`src/icache_pkg.sv`:
```
// Geometry, types and small helpers shared by every part of the instruction cache
// Direct mapped with a single way; all sizes are fixed here and modules have no parameters
// NR_FETCH_PORTS is expected to be a power of two for the round-robin pointer wrap
package icache_pkg;

  localparam int unsigned NR_FETCH_PORTS = 2;
  localparam int unsigned FETCH_AW = 32;
  localparam int unsigned FETCH_DW = 32;
  localparam int unsigned LINE_WIDTH = 128;
  localparam int unsigned LINE_COUNT = 16;
  localparam int unsigned FETCH_ALIGN = $clog2(FETCH_DW / 8);
  localparam int unsigned LINE_ALIGN = $clog2(LINE_WIDTH / 8);
  localparam int unsigned COUNT_ALIGN = $clog2(LINE_COUNT);
  localparam int unsigned TAG_WIDTH = FETCH_AW - LINE_ALIGN - COUNT_ALIGN;
  localparam int unsigned PORT_SEL_W = $clog2(NR_FETCH_PORTS);

  typedef logic [FETCH_AW-1:0] addr_t;
  typedef logic [FETCH_DW-1:0] word_t;
  typedef logic [LINE_WIDTH-1:0] line_t;
  typedef logic [TAG_WIDTH-1:0] tag_t;
  typedef logic [COUNT_ALIGN-1:0] index_t;
  typedef logic [NR_FETCH_PORTS-1:0] port_id_t;
  typedef logic [PORT_SEL_W-1:0] port_sel_t;

  typedef enum logic [1:0] {Idle, RequestData, WaitResponse, PresentResponse} bypass_state_e;

  function automatic index_t addr_index(addr_t addr);
    return addr[LINE_ALIGN +: COUNT_ALIGN];
  endfunction

  function automatic tag_t addr_tag(addr_t addr);
    return addr[FETCH_AW-1 -: TAG_WIDTH];
  endfunction

  // Address of the first byte of the line that holds addr
  function automatic addr_t line_base(addr_t addr);
    return {addr[FETCH_AW-1:LINE_ALIGN], {LINE_ALIGN{1'b0}}};
  endfunction

  function automatic word_t select_word(line_t line, addr_t addr);
    return line[addr[LINE_ALIGN-1:FETCH_ALIGN] * FETCH_DW +: FETCH_DW];
  endfunction

  // First requesting port at or after start, wrapping around
  function automatic port_sel_t rr_pick(logic [NR_FETCH_PORTS-1:0] req, port_sel_t start);
    port_sel_t idx;
    port_sel_t sel;
    sel = start;
    for (int k = NR_FETCH_PORTS - 1; k >= 0; k--) begin
      idx = port_sel_t'((start + k) % NR_FETCH_PORTS);
      if (req[idx]) sel = idx;
    end
    return sel;
  endfunction

endpackage

```
`src/icache_if.sv`:
```
// Internal channels of the instruction cache
// Valid and payload stay stable until ready; fetch_rsp_if and line_write_if have no ready
`timescale 1ns/10ps

interface lookup_req_if;
  import icache_pkg::*;
  logic valid;
  logic ready;
  addr_t addr;
  port_id_t id;
  modport master (output valid, output addr, output id, input ready);
  modport slave (input valid, input addr, input id, output ready);
endinterface

interface lookup_out_if;
  import icache_pkg::*;
  logic valid;
  logic ready;
  addr_t addr;
  port_id_t id;
  logic hit;
  line_t data;
  logic error;
  modport master (output valid, output addr, output id, output hit, output data, output error,
                  input ready);
  modport slave (input valid, input addr, input id, input hit, input data, input error,
                 output ready);
endinterface

interface fetch_rsp_if;
  import icache_pkg::*;
  logic valid;
  port_id_t id;
  word_t data;
  logic error;
  modport master (output valid, output id, output data, output error);
  modport slave (input valid, input id, input data, input error);
endinterface

interface line_write_if;
  import icache_pkg::*;
  logic valid;
  index_t index;
  tag_t tag;
  line_t data;
  logic error;
  modport master (output valid, output index, output tag, output data, output error);
  modport slave (input valid, input index, input tag, input data, input error);
endinterface

interface refill_if;
  import icache_pkg::*;
  logic req_valid;
  logic req_ready;
  addr_t req_addr;
  logic rsp_valid;
  logic rsp_ready;
  line_t rsp_data;
  logic rsp_error;
  modport master (output req_valid, output req_addr, output rsp_ready,
                  input req_ready, input rsp_valid, input rsp_data, input rsp_error);
  modport slave (input req_valid, input req_addr, input rsp_ready,
                 output req_ready, output rsp_valid, output rsp_data, output rsp_error);
endinterface

```
`src/icache_fetch_arb.sv`:
```
// Round-robin arbiter of the cacheable fetch ports into the lookup
// Each port holds its request until its ready pulse and is granted only once per request
`timescale 1ns/10ps

module icache_fetch_arb (
  input  logic                                           clk_i,
  input  logic                                           reset_i,
  input  logic              [icache_pkg::NR_FETCH_PORTS-1:0] fetch_valid_i,
  input  icache_pkg::addr_t [icache_pkg::NR_FETCH_PORTS-1:0] fetch_addr_i,
  output logic              [icache_pkg::NR_FETCH_PORTS-1:0] fetch_ready_o,
  output icache_pkg::word_t [icache_pkg::NR_FETCH_PORTS-1:0] fetch_data_o,
  output logic              [icache_pkg::NR_FETCH_PORTS-1:0] fetch_error_o,
  lookup_req_if.master                                   lookup,
  fetch_rsp_if.slave                                     rsp
);
  import icache_pkg::*;

  logic [NR_FETCH_PORTS-1:0] granted_q;
  logic [NR_FETCH_PORTS-1:0] eligible;
  port_sel_t rr_q;
  port_sel_t held_q;
  logic hold_q;
  port_sel_t pick;
  port_id_t pick_id;
  logic accept;

  assign eligible = fetch_valid_i & ~granted_q;
  // A stalled offer keeps its port so the lookup sees a stable request
  assign pick = hold_q ? held_q : rr_pick(eligible, rr_q);
  assign pick_id = port_id_t'(1) << pick;

  assign lookup.valid = hold_q || (|eligible);
  assign lookup.addr = fetch_addr_i[pick];
  assign lookup.id = pick_id;
  assign accept = lookup.valid && lookup.ready;

  assign fetch_ready_o = {NR_FETCH_PORTS{rsp.valid}} & rsp.id;
  assign fetch_data_o = {NR_FETCH_PORTS{rsp.data}};
  assign fetch_error_o = {NR_FETCH_PORTS{rsp.error}};

  always_ff @(posedge clk_i) begin
    if (reset_i) begin
      granted_q <= '0;
      rr_q <= '0;
      held_q <= '0;
      hold_q <= 1'b0;
    end else begin
      granted_q <= (granted_q | (accept ? pick_id : '0)) & ~fetch_ready_o;
      if (accept) begin
        rr_q <= port_sel_t'((pick + 1) % NR_FETCH_PORTS);
        hold_q <= 1'b0;
      end else if (lookup.valid) begin
        hold_q <= 1'b1;
        held_q <= pick;
      end
    end
  end

endmodule

```
`src/icache_lookup.sv`:
```
// Direct-mapped L1 arrays with a single registered read stage
// The tag compare happens on the output stage; a line write takes the cycle from new lookups
// A flush waits until the output stage is empty and no write is active
`timescale 1ns/10ps

module icache_lookup (
  input  logic         clk_i,
  input  logic         reset_i,
  lookup_req_if.slave  req,
  lookup_out_if.master out,
  line_write_if.slave  write,
  input  logic         flush_valid_i,
  output logic         flush_ready_o
);
  import icache_pkg::*;

  tag_t tag_mem [LINE_COUNT];
  line_t data_mem [LINE_COUNT];
  logic error_mem [LINE_COUNT];
  logic [LINE_COUNT-1:0] valid_q;

  logic out_valid_q;
  addr_t out_addr_q;
  port_id_t out_id_q;
  tag_t out_tag_q;
  line_t out_data_q;
  logic out_error_q;
  logic out_line_valid_q;
  index_t req_index;
  logic accept;

  assign req_index = addr_index(req.addr);
  // A pending flush blocks new lookups so the output stage can drain
  assign req.ready = !write.valid && !flush_valid_i && (!out_valid_q || out.ready);
  assign accept = req.valid && req.ready;
  assign flush_ready_o = flush_valid_i && !write.valid && !out_valid_q;

  always_ff @(posedge clk_i) begin
    if (reset_i) begin
      valid_q <= '0;
      out_valid_q <= 1'b0;
    end else begin
      if (flush_ready_o) begin
        valid_q <= '0;
      end else if (write.valid) begin
        valid_q[write.index] <= 1'b1;
      end
      if (accept) begin
        out_valid_q <= 1'b1;
      end else if (out.ready) begin
        out_valid_q <= 1'b0;
      end
    end
  end

  always_ff @(posedge clk_i) begin
    if (write.valid) begin
      tag_mem[write.index] <= write.tag;
      data_mem[write.index] <= write.data;
      error_mem[write.index] <= write.error;
    end
    if (accept) begin
      out_addr_q <= req.addr;
      out_id_q <= req.id;
      out_tag_q <= tag_mem[req_index];
      out_data_q <= data_mem[req_index];
      out_error_q <= error_mem[req_index];
      out_line_valid_q <= valid_q[req_index];
    end
  end

  assign out.valid = out_valid_q;
  assign out.addr = out_addr_q;
  assign out.id = out_id_q;
  assign out.hit = out_line_valid_q && (out_tag_q == addr_tag(out_addr_q));
  assign out.data = out_data_q;
  assign out.error = out_error_q;

endmodule

```
`src/icache_handler.sv`:
```
// Miss handler behind the lookup stage
// Hits answer one cycle after they are consumed; only one miss is outstanding at a time
// A missed lookup result is held in the lookup stage until its line returns
`timescale 1ns/10ps

module icache_handler (
  input  logic         clk_i,
  input  logic         reset_i,
  lookup_out_if.slave  in,
  fetch_rsp_if.master  rsp,
  line_write_if.master write,
  refill_if.master     refill
);
  import icache_pkg::*;

  logic pending_q;
  logic req_valid_q;
  addr_t miss_addr_q;
  port_id_t miss_id_q;
  logic hit_valid_q;
  port_id_t hit_id_q;
  word_t hit_data_q;
  logic hit_error_q;
  logic take_hit;
  logic take_miss;
  logic refill_done;

  assign take_hit = in.valid && in.hit && !pending_q;
  assign take_miss = in.valid && !in.hit && !pending_q;
  assign refill_done = pending_q && refill.rsp_valid;
  assign in.ready = take_hit || refill_done;

  assign refill.req_valid = req_valid_q;
  assign refill.req_addr = line_base(miss_addr_q);
  assign refill.rsp_ready = pending_q;

  // The refilled line goes into the cache in the cycle it is returned to the port
  assign write.valid = refill_done;
  assign write.index = addr_index(miss_addr_q);
  assign write.tag = addr_tag(miss_addr_q);
  assign write.data = refill.rsp_data;
  assign write.error = refill.rsp_error;

  assign rsp.valid = hit_valid_q || refill_done;
  assign rsp.id = hit_valid_q ? hit_id_q : miss_id_q;
  assign rsp.data = hit_valid_q ? hit_data_q : select_word(refill.rsp_data, miss_addr_q);
  assign rsp.error = hit_valid_q ? hit_error_q : refill.rsp_error;

  always_ff @(posedge clk_i) begin
    if (reset_i) begin
      pending_q <= 1'b0;
      req_valid_q <= 1'b0;
      hit_valid_q <= 1'b0;
    end else begin
      hit_valid_q <= take_hit;
      if (take_miss) begin
        pending_q <= 1'b1;
        req_valid_q <= 1'b1;
      end else begin
        if (refill.req_ready) begin
          req_valid_q <= 1'b0;
        end
        if (refill_done) begin
          pending_q <= 1'b0;
        end
      end
    end
  end

  always_ff @(posedge clk_i) begin
    if (take_hit) begin
      hit_id_q <= in.id;
      hit_data_q <= select_word(in.data, in.addr);
      hit_error_q <= in.error;
    end
    if (take_miss) begin
      miss_addr_q <= in.addr;
      miss_id_q <= in.id;
    end
  end

endmodule

```
`src/icache_bypass.sv`:
```
// Uncacheable fetch path, one state machine per port
// Ports take turns for the single outstanding line request and never fill the cache
// The word is presented for one cycle, one cycle after the line response
`timescale 1ns/10ps

module icache_bypass (
  input  logic                                           clk_i,
  input  logic                                           reset_i,
  input  logic              [icache_pkg::NR_FETCH_PORTS-1:0] in_valid_i,
  input  icache_pkg::addr_t [icache_pkg::NR_FETCH_PORTS-1:0] in_addr_i,
  output logic              [icache_pkg::NR_FETCH_PORTS-1:0] in_ready_o,
  output icache_pkg::word_t [icache_pkg::NR_FETCH_PORTS-1:0] in_data_o,
  output logic              [icache_pkg::NR_FETCH_PORTS-1:0] in_error_o,
  refill_if.master                                       refill
);
  import icache_pkg::*;

  bypass_state_e state_q [NR_FETCH_PORTS];
  bypass_state_e state_d [NR_FETCH_PORTS];
  logic [NR_FETCH_PORTS-1:0] waiting;
  logic busy_q;
  logic req_valid_q;
  addr_t req_addr_q;
  port_sel_t owner_q;
  port_sel_t rr_q;
  port_sel_t pick;
  logic issue;
  logic rsp_fire;

  for (genvar i = 0; i < NR_FETCH_PORTS; i++) begin : gen_waiting
    assign waiting[i] = (state_q[i] == RequestData);
  end

  // A new line request is latched only while nothing is outstanding
  assign issue = !busy_q && (|waiting);
  assign pick = rr_pick(waiting, rr_q);
  assign rsp_fire = refill.rsp_valid && refill.rsp_ready;

  assign refill.req_valid = req_valid_q;
  assign refill.req_addr = req_addr_q;
  assign refill.rsp_ready = busy_q && !req_valid_q;

  always_comb begin
    for (int i = 0; i < NR_FETCH_PORTS; i++) begin
      state_d[i] = state_q[i];
      in_ready_o[i] = 1'b0;
      unique case (state_q[i])
        Idle: if (in_valid_i[i]) state_d[i] = RequestData;
        RequestData: if (issue && pick == port_sel_t'(i)) state_d[i] = WaitResponse;
        WaitResponse: if (rsp_fire && owner_q == port_sel_t'(i)) state_d[i] = PresentResponse;
        PresentResponse: begin
          state_d[i] = Idle;
          in_ready_o[i] = 1'b1;
        end
        default: state_d[i] = Idle;
      endcase
    end
  end

  always_ff @(posedge clk_i) begin
    if (reset_i) begin
      state_q <= '{default: Idle};
      busy_q <= 1'b0;
      req_valid_q <= 1'b0;
      owner_q <= '0;
      rr_q <= '0;
    end else begin
      state_q <= state_d;
      if (issue) begin
        busy_q <= 1'b1;
        req_valid_q <= 1'b1;
        owner_q <= pick;
        rr_q <= port_sel_t'((pick + 1) % NR_FETCH_PORTS);
      end else begin
        if (refill.req_ready) begin
          req_valid_q <= 1'b0;
        end
        if (rsp_fire) begin
          busy_q <= 1'b0;
        end
      end
    end
  end

  always_ff @(posedge clk_i) begin
    if (issue) begin
      req_addr_q <= line_base(in_addr_i[pick]);
    end
    for (int i = 0; i < NR_FETCH_PORTS; i++) begin
      if (rsp_fire && owner_q == port_sel_t'(i)) begin
        in_data_o[i] <= select_word(refill.rsp_data, in_addr_i[i]);
        in_error_o[i] <= refill.rsp_error;
      end
    end
  end

endmodule

```
`src/icache_refill.sv`:
```
// Shares the memory port between the miss handler and the bypass path
// One request is outstanding at a time; the response goes back to the source that asked
// A request stalled by mem_req_ready_i keeps its source until it is accepted
`timescale 1ns/10ps

module icache_refill (
  input  logic              clk_i,
  input  logic              reset_i,
  refill_if.slave           handler,
  refill_if.slave           bypass,
  output logic              mem_req_valid_o,
  input  logic              mem_req_ready_i,
  output icache_pkg::addr_t mem_req_addr_o,
  input  logic              mem_rsp_valid_i,
  output logic              mem_rsp_ready_o,
  input  icache_pkg::line_t mem_rsp_data_i,
  input  logic              mem_rsp_error_i
);

  logic busy_q;
  logic hold_q;
  logic src_q;
  logic last_q;
  logic pick_bypass;
  logic req_fire;

  // The bypass path wins when it is alone or when the handler was served last
  assign pick_bypass = hold_q ? src_q
                              : bypass.req_valid && (!handler.req_valid || !last_q);
  assign mem_req_valid_o = !busy_q && (pick_bypass ? bypass.req_valid : handler.req_valid);
  assign mem_req_addr_o = pick_bypass ? bypass.req_addr : handler.req_addr;
  assign req_fire = mem_req_valid_o && mem_req_ready_i;

  assign handler.req_ready = !busy_q && !pick_bypass && mem_req_ready_i;
  assign bypass.req_ready = !busy_q && pick_bypass && mem_req_ready_i;

  assign handler.rsp_valid = busy_q && !src_q && mem_rsp_valid_i;
  assign bypass.rsp_valid = busy_q && src_q && mem_rsp_valid_i;
  assign mem_rsp_ready_o = busy_q && (src_q ? bypass.rsp_ready : handler.rsp_ready);
  assign handler.rsp_data = mem_rsp_data_i;
  assign handler.rsp_error = mem_rsp_error_i;
  assign bypass.rsp_data = mem_rsp_data_i;
  assign bypass.rsp_error = mem_rsp_error_i;

  always_ff @(posedge clk_i) begin
    if (reset_i) begin
      busy_q <= 1'b0;
      hold_q <= 1'b0;
      src_q <= 1'b0;
      last_q <= 1'b0;
    end else begin
      if (req_fire) begin
        busy_q <= 1'b1;
        hold_q <= 1'b0;
        src_q <= pick_bypass;
        last_q <= pick_bypass;
      end else if (mem_req_valid_o) begin
        hold_q <= 1'b1;
        src_q <= pick_bypass;
      end
      if (mem_rsp_valid_i && mem_rsp_ready_o) begin
        busy_q <= 1'b0;
      end
    end
  end

endmodule

```
`src/icache.sv`:
```
// Two-port instruction cache with an uncacheable bypass path
// Fetch requests are held until the one-cycle inst_ready_o pulse
// The memory port carries whole 128-bit lines with one request outstanding
`timescale 1ns/10ps

module icache (
  input  logic                                           clk_i,
  input  logic                                           reset_i,
  input  logic              [icache_pkg::NR_FETCH_PORTS-1:0] inst_valid_i,
  input  icache_pkg::addr_t [icache_pkg::NR_FETCH_PORTS-1:0] inst_addr_i,
  input  logic              [icache_pkg::NR_FETCH_PORTS-1:0] inst_cacheable_i,
  output logic              [icache_pkg::NR_FETCH_PORTS-1:0] inst_ready_o,
  output icache_pkg::word_t [icache_pkg::NR_FETCH_PORTS-1:0] inst_data_o,
  output logic              [icache_pkg::NR_FETCH_PORTS-1:0] inst_error_o,
  input  logic                                           flush_valid_i,
  output logic                                           flush_ready_o,
  output logic                                           mem_req_valid_o,
  input  logic                                           mem_req_ready_i,
  output icache_pkg::addr_t                              mem_req_addr_o,
  input  logic                                           mem_rsp_valid_i,
  output logic                                           mem_rsp_ready_o,
  input  icache_pkg::line_t                              mem_rsp_data_i,
  input  logic                                           mem_rsp_error_i
);
  import icache_pkg::*;

  logic [NR_FETCH_PORTS-1:0] cache_valid;
  logic [NR_FETCH_PORTS-1:0] cache_ready;
  logic [NR_FETCH_PORTS-1:0] cache_error;
  word_t [NR_FETCH_PORTS-1:0] cache_data;
  logic [NR_FETCH_PORTS-1:0] bypass_valid;
  logic [NR_FETCH_PORTS-1:0] bypass_ready;
  logic [NR_FETCH_PORTS-1:0] bypass_error;
  word_t [NR_FETCH_PORTS-1:0] bypass_data;

  lookup_req_if lookup_req ();
  lookup_out_if lookup_out ();
  fetch_rsp_if fetch_rsp ();
  line_write_if line_write ();
  refill_if handler_refill ();
  refill_if bypass_refill ();

  // Each port goes either through the cache or around it
  assign cache_valid = inst_valid_i & inst_cacheable_i;
  assign bypass_valid = inst_valid_i & ~inst_cacheable_i;
  assign inst_ready_o = (cache_ready & inst_cacheable_i) | (bypass_ready & ~inst_cacheable_i);
  assign inst_error_o = (cache_error & inst_cacheable_i) | (bypass_error & ~inst_cacheable_i);

  for (genvar i = 0; i < NR_FETCH_PORTS; i++) begin : gen_data_mux
    assign inst_data_o[i] = inst_cacheable_i[i] ? cache_data[i] : bypass_data[i];
  end

  icache_fetch_arb u_fetch_arb (
    .clk_i         (clk_i),
    .reset_i       (reset_i),
    .fetch_valid_i (cache_valid),
    .fetch_addr_i  (inst_addr_i),
    .fetch_ready_o (cache_ready),
    .fetch_data_o  (cache_data),
    .fetch_error_o (cache_error),
    .lookup        (lookup_req),
    .rsp           (fetch_rsp)
  );

  icache_lookup u_lookup (
    .clk_i         (clk_i),
    .reset_i       (reset_i),
    .req           (lookup_req),
    .out           (lookup_out),
    .write         (line_write),
    .flush_valid_i (flush_valid_i),
    .flush_ready_o (flush_ready_o)
  );

  icache_handler u_handler (
    .clk_i   (clk_i),
    .reset_i (reset_i),
    .in      (lookup_out),
    .rsp     (fetch_rsp),
    .write   (line_write),
    .refill  (handler_refill)
  );

  icache_bypass u_bypass (
    .clk_i      (clk_i),
    .reset_i    (reset_i),
    .in_valid_i (bypass_valid),
    .in_addr_i  (inst_addr_i),
    .in_ready_o (bypass_ready),
    .in_data_o  (bypass_data),
    .in_error_o (bypass_error),
    .refill     (bypass_refill)
  );

  icache_refill u_refill (
    .clk_i           (clk_i),
    .reset_i         (reset_i),
    .handler         (handler_refill),
    .bypass          (bypass_refill),
    .mem_req_valid_o (mem_req_valid_o),
    .mem_req_ready_i (mem_req_ready_i),
    .mem_req_addr_o  (mem_req_addr_o),
    .mem_rsp_valid_i (mem_rsp_valid_i),
    .mem_rsp_ready_o (mem_rsp_ready_o),
    .mem_rsp_data_i  (mem_rsp_data_i),
    .mem_rsp_error_i (mem_rsp_error_i)
  );

endmodule

```
`config.mk`:
```
export PLATFORM = sky130hd
export DESIGN_NAME = icache
export DESIGN_NICKNAME = d
export VERILOG_FILES = /design/src/icache_pkg.sv /design/src/icache_if.sv /design/src/icache_fetch_arb.sv /design/src/icache_lookup.sv /design/src/icache_handler.sv /design/src/icache_bypass.sv /design/src/icache_refill.sv /design/src/icache.sv
export SDC_FILE = /design/constraint.sdc
export NUM_CORES = 2
export LEC_CHECK = 0
export BUFFER_PORTS_ARGS = -buffer_cell sky130_fd_sc_hd__buf_2
export CORE_UTILIZATION = 40
export DETAILED_ROUTE_END_ITERATION = 8
export GPL_TIMING_DRIVEN = 0
export SLEW_MARGIN = 40
export SYNTH_ARGS = -nofsm -noshare
export SYNTH_HDL_FRONTEND = slang
export SYNTH_SLANG_ARGS = --single-unit
```
`constraint.sdc`:
```
create_clock -name clk_i -period 16.05 [get_ports clk_i]
set_input_delay 4.815 -clock clk_i [delete_from_list [all_inputs] [get_ports clk_i]]
set_output_delay 4.815 -clock clk_i [all_outputs]
set_load 0.03 [all_outputs]
```
; ---- Yosys cells after proc, flatten, opt, wreduce, memory -nomap -nowiden
; Memory sizes are Yosys's and may differ from the RTL's. A register that Yosys moved wholly into a read port is not among the register bits.
; Cells that the tools add are included.
; Widths: inputs -> output; s select.
[word_totals]
out_inout_bits = 103
elab_cells = 206
regBits = 235
ramBits = 2448
mem_count = 3
inputBits = 202
[op_classes]
order_cmp = 9
n_shift = 5
n_mux = 55
addsub = 4
n_reduce_logical = 66
eq_ne = 13
bitwise_logic = 19
[memory_table]
columns = name, depth, width, rd, rd_clocked_by_memory_dff, wr, line_no
row1 = u_lookup.data_mem, 16, 128, 1, 1, 1, icache_lookup.sv:18  ; line_t data_mem [LINE_COUNT];
row2 = u_lookup.tag_mem, 16, 24, 1, 1, 1, icache_lookup.sv:17  ; tag_t tag_mem [LINE_COUNT];
row3 = u_lookup.error_mem, 16, 1, 1, 1, 1, icache_lookup.sv:19  ; logic error_mem [LINE_COUNT];
[op_table]
columns = op, n
row1 = $shiftx 128x8->32, 4
row2 = $mux 32, 8
row3 = $mux 1, 35
row4 = $logic_and 1x1->1, 32
row5 = $eq 24x24->1, 1
row6 = $and 2x2->2, 9
row7 = $mux 2, 8
row8 = $or 16x16->16, 1
row9 = $pmux 2 s4, 2
row10 = $logic_not 1->1, 12
row11 = $lt 1x2->1 const B, 6
row12 = $reduce_bool 2->1, 6
row13 = $reduce_or 2->1, 6
row14 = $lt 4x5->1 const B, 2
row15 = $eq 2x2->1 const B, 4
row16 = $ne 2x2->1 const B, 4
row17 = $not 2->2, 3
row18 = $or 2x2->2, 3
row19 = $reduce_and 3->1, 2
row20 = $logic_or 1x1->1, 5
row21 = $add 1x1->1 const B, 4
row22 = $bmux 1 s4, 1
row23 = $demux 1 s4, 1
row24 = $eq 2x1->1 const B, 2
row25 = 6 further kinds, 10

; ---- Depth between registers and ports, before layout
[logic_depth]
word_depth = 11
mapped_depth = 13
mapped_depth_nobuf = 9

; ---- Modules after synthesis
; From an unflattened synthesis, not the netlist that was laid out.
[hier_totals]
hier_cells = 5672
area_unflattened_um2 = 115492.0
[modules_own_cells]
columns = mod, area_per_inst_um2, instances, cells_each, seq_area_each_um2
row1 = icache_lookup, 98482.0, 1, 4163, 79496.2
row2 = icache_handler, 5756.8, 1, 498, 2072.0
row3 = icache_bypass, 5221.3, 1, 270, 2982.9
row4 = icache_refill, 2721.4, 1, 331, 80.1
row5 = icache_fetch_arb, 2177.1, 1, 330, 100.1
row6 = icache, 1133.6, 1, 80, 0.0

; ---- Least setup slack after synthesis
; OpenSTA, ideal clock, no wires.
[synth_path]
path_kind = input to register
start = in mem_rsp_valid_i
end = mem u_lookup.data_mem[8][0] (netlist bit) (enable)
stages = 6
required_time_ns = 15.195
n_path_buf = 1
t_arrival_ns = 15.859
setup_slack_ns = -0.664
setup_ns = 0.855
cell_sequence = nand2_1 -> nor2_1 -> and2_1 -> clkbuf_1 -> nand3b_1 -> nor3_1
[synth_between]
elab_chain_len = 4
[synth_lines]
columns = item, line_no
row1 = start: declaration, icache.sv:20  ; input logic mem_rsp_valid_i,
row2 = $logic_and 1x1->1, icache_refill.sv:37  ; assign handler.rsp_valid = busy_q && !src_q && mem_rsp_valid_i;
row3 = $logic_and 1x1->1, icache_handler.sv:30  ; assign refill_done = pending_q && refill.rsp_valid;
row4 = $mux 1, icache_lookup.sv:57  ; if (write.valid) begin
row5 = $mux 1 (implied by the code), icache_lookup.sv:59  ; data_mem[write.index] <= write.data;
row6 = end: declaration, icache_lookup.sv:18
; Every way passes these cells.

==> results.yml <==
floorplan:
  rows: 195
  die_x_um: 535
  ios: 305
  initial_core_util_pct: 40.2
  die-area_sq_um: 286000
  die_h_um: 535
  core_area_sq_um: 282000
worst_setup_path:
  path_max_fanout: 10
  cp-end-kind: "primary output"
  rrSetupSlack_ns: 11.19
  worstPathArrival_ns: 7.22
  slowest_delay_ns: 0.88
  required_ns: 11.23
  critical_path_buf_inv_count: 5
  path_cells: "buf_4, clkbuf_2, buf_8, clkbuf_2, a21oi_1, buf_2"
  crit_slowest_cell: "a21oi_1"
  path_common_cell: "clkbuf_2"
  crit_path_start_kind: "input pin"
  critical-path-top-delay-family: "buffers and inverters"
  crit_type: "input pin to primary output"
route:
  route.detailed.drc: 0
  viasPerCell: 5.94
  drt_iter0_drc: 11040
  wl_per_cell_um: 33.0
  routed_wl_um: 416000
  vias: 75043
  drt_pass1_iterations: 9
  ant_nets: 0
timing:
  fin_tns_setup_ns: 0
  worstMarginPinSlew_ns: 1.02
  fin_crit_ns: 12.04
  fmax_ghz: 0.0831
  slew_headroom_pct: 31.9
  finalCritPeriodShare_pct: 75.0
  worst_hold_slack_ns: 0.431
  finalHoldViolCount: 0
  fin_skew_ns: 0.0617
  slew_violations: 0
  rsz0062_at_grt: "false"
  finalSetupViolCount: 0
place:
  gp_congestion: 0.938
  placedInstanceArea_sq_um: 125000
  port_buffers: 289
  dp_hpwl_um: 302000
synth:
  ys_ff_latch: 2832
  seq_area_frac_synth_pct: 74.6
  synth_edf_count: 2795
  syn-instance-count: 7711
  synthAdderAreaFrac_pct: 0.119
  yosys_warnings: 0
  synth_top_family_by_area: "simple AND/OR/NAND/NOR gates"
  synth-xor-area-share_pct: 0.185
  synthArstFlopShare_pct: 0
  synth_compound_area_share_pct: 4.91
  synth-simple-area-share_pct: 10.1
  netlist_area_sq_um: 113000
  synth_mux_area_share_pct: 7.99
  yosys.cell_types.count: 67
  avgSynthCellArea_sq_um: 14.7
  synth_ff_type: "edfxtp_1"
status:
  status: "completed"
layout:
  area_growth_pct: 18.8
  drive_above_1_share_pct: 17.4
  final_area_sq_um: 135000
  layout.nets: 8821
clock_network:
  cts_setup_buffers: 0
  cts-root-buf: "clkbuf_16"
  clkLatencyLatePin_ns: 0.90
  clock-sinks: 2832
  cts_hold_buf: 0
  cts_max_level: 5
  clkTransAtPathRegs_ns: 0.06
  cts.repair.resized: 0
  clk_path_buf_depth: 4
  cts_tree: "yes"
  cts_inserted_buffers: 301
grt:
  grt_pass1_wl_um: 563000
  grt_max_degree: 70
  grt_usage_pct: 28.5
  antenna_found_initial: 91
  gr-total-overflow: 0
  grt_pass1_vias: 70432
job:
  max_cap_viol_count: 0
pwr:
  power_density_nw_per_um2: 138
  total_leakage_power_nw: 46.5
  ir_worst_vdd_uv: 78.6
worst_hold_path:
  hold_class: "flip-flop to flip-flop"
[synthesized netlist by cell type, drive strengths merged, types with 13 or more instances]
cell | number | share of area [%]
o21ai | 131 | 0.58
a32oi | 41 | 0.32
nand3 | 700 | 3.1
a211oi | 34 | 0.23
o221ai | 70 | 0.54
mux2i | 546 | 4.8
nor2 | 377 | 1.3
a21oi | 274 | 1.2
mux4 | 132 | 2.6
o31ai | 26 | 0.18
nor3 | 50 | 0.22
a21boi | 13 | 0.096
nand2 | 1575 | 5.2
edfxtp | 2795 | 74
buf | 248 | 1.2
mux2 | 56 | 0.56
o22ai | 50 | 0.28
inv | 20 | 0.066
dfxtp | 37 | 0.65
a31oi | 99 | 0.55
clkbuf | 238 | 0.79
xor2 | 23 | 0.18
nand4 | 17 | 0.094
o21a | 16 | 0.11
a221oi | 74 | 0.64
[cell families (layout without fill, tap and decap cells)]
| kind of cell | Yosys count | after routing |
|---|---|---|
| XOR/XNOR | 24 | 24 |
| adder cells (fa/ha/maj) | 11 | 11 |
| multiplexers | 734 | 734 |
| buffers and inverters | 508 | 1625 |
| other | 1 | 60 |
| AO/OA/AOI/OAI | 850 | 850 |
| AND/OR/NAND/NOR | 2751 | 2751 |
| flip-flops | 2832 | 2832 |
[path summary, 6_finish.rpt]
path	start	cells past startpoint	to
max reg2reg	u_fetch_arb.granted_q[1]	12	u_lookup.out.data[115]
min reg2reg	u_lookup.out.error	0	u_handler.hit_error_q
min	u_lookup.out.error	0	u_handler.hit_error_q
max	inst_cacheable_i[1]	6	inst_data_o[58]
[cells in the final DEF (no fill, tap or decap), types with 17 or more instances in the layout]
master | synthesis | final
clkbuf_1 | 237 | 212
edfxtp_1 | 2795 | 2795
o22ai_1 | 49 | 49
buf_16 | 0 | 98
buf_1 | 53 | 32
nand3_1 | 699 | 699
dfxtp_1 | 37 | 37
nand4_1 | 17 | 17
xor2_1 | 23 | 23
clkbuf_2 | 0 | 91
a31oi_1 | 99 | 99
buf_8 | 0 | 114
mux2_2 | 56 | 56
mux2i_1 | 546 | 546
o221ai_1 | 70 | 70
buf_2 | 140 | 456
clkbuf_16 | 0 | 305
o31ai_1 | 25 | 25
a221oi_1 | 61 | 59
mux4_2 | 132 | 132
diode_2 | 0 | 56
buf_6 | 20 | 86
clkinv_2 | 2 | 38
buf_4 | 35 | 49
a32oi_1 | 41 | 41
o21ai_1 | 52 | 51
bufinv_16 | 0 | 20
clkinv_1 | 0 | 74
nor3_1 | 50 | 46
a211oi_1 | 33 | 28
o21ai_0 | 78 | 78
a21oi_1 | 274 | 272
nor2_1 | 375 | 359
nand2_1 | 1575 | 1574
[registers in the layout (all words and copies together) (netlist names), 2 cells and up]
signal,count
u_lookup.tag_mem,384
u_bypass.in_data_o,64
u_lookup.valid_q,16
u_lookup.data_mem,2048
u_bypass.refill.req_addr,28
u_lookup.out.data,128
u_bypass.in_error_o,2
u_handler.miss_id_q,2
u_lookup.out.id,2
u_lookup.error_mem,16
u_handler.miss_addr_q,30
u_bypass.state_q,4
u_handler.hit_data_q,32
u_fetch_arb.granted_q,2
u_handler.hit_id_q,2
u_lookup.out_tag_q,24
u_lookup.out.addr,30
[worst register-to-register path, delay by kind of cell, from the launching register on]
kind	cells	cell delay [ns]
AO/OA/AOI/OAI	2	0.75
buffers and inverters	5	2.53
flip-flops	1	0.32
AND/OR/NAND/NOR	5	0.88
[cell type report]
type	count	area (sq um)
well taps	3743	4680
multi-input cells	4374	26700
clock inverters	152	1320
diodes	56	140
repair buffers	592	6820
fillers	24100	147000
clock buffers	373	7920
plain buffers	486	2430
flip-flops and latches	2832	84700
inverters	22	95.1
[per-layer routing]
metal	GRT usage [%]	wire, um	vias up
li1	-	-	31039
met1	35.2	148000	37715
met2	44.7	191000	5115
met3	7.13	47100	1124
met4	18.3	29800	50
met5	0	330	-
[power by group]
group / internal, W / total [W] / switching (W)
registers: 0.00834 / 0.00845 / 0.000113
clock network: 0.00382 / 0.00671 / 0.00289
logic: 0.000954 / 0.00338 / 0.00242
[per-stage QoR]
| step | setup WS [ns] | cells | power (W) | utilization (%) |
|---|---|---|---|---|
| finish | 4.01 | 12630 | 0.0185 | 47.8 |
| floorplan | 3.48 | 7714 | 0.0103 | - |
| detailed placement | 4.21 | 12047 | 0.0119 | 44.4 |
| CTS | 4.21 | 12572 | 0.0185 | 47.7 |
| global route | 4.14 | 12592 | 0.0189 | 47.7 |
| global placement | -5.04 | 11746 | 0.0118 | 42.4 |
(Power assumes the default switching activity.)
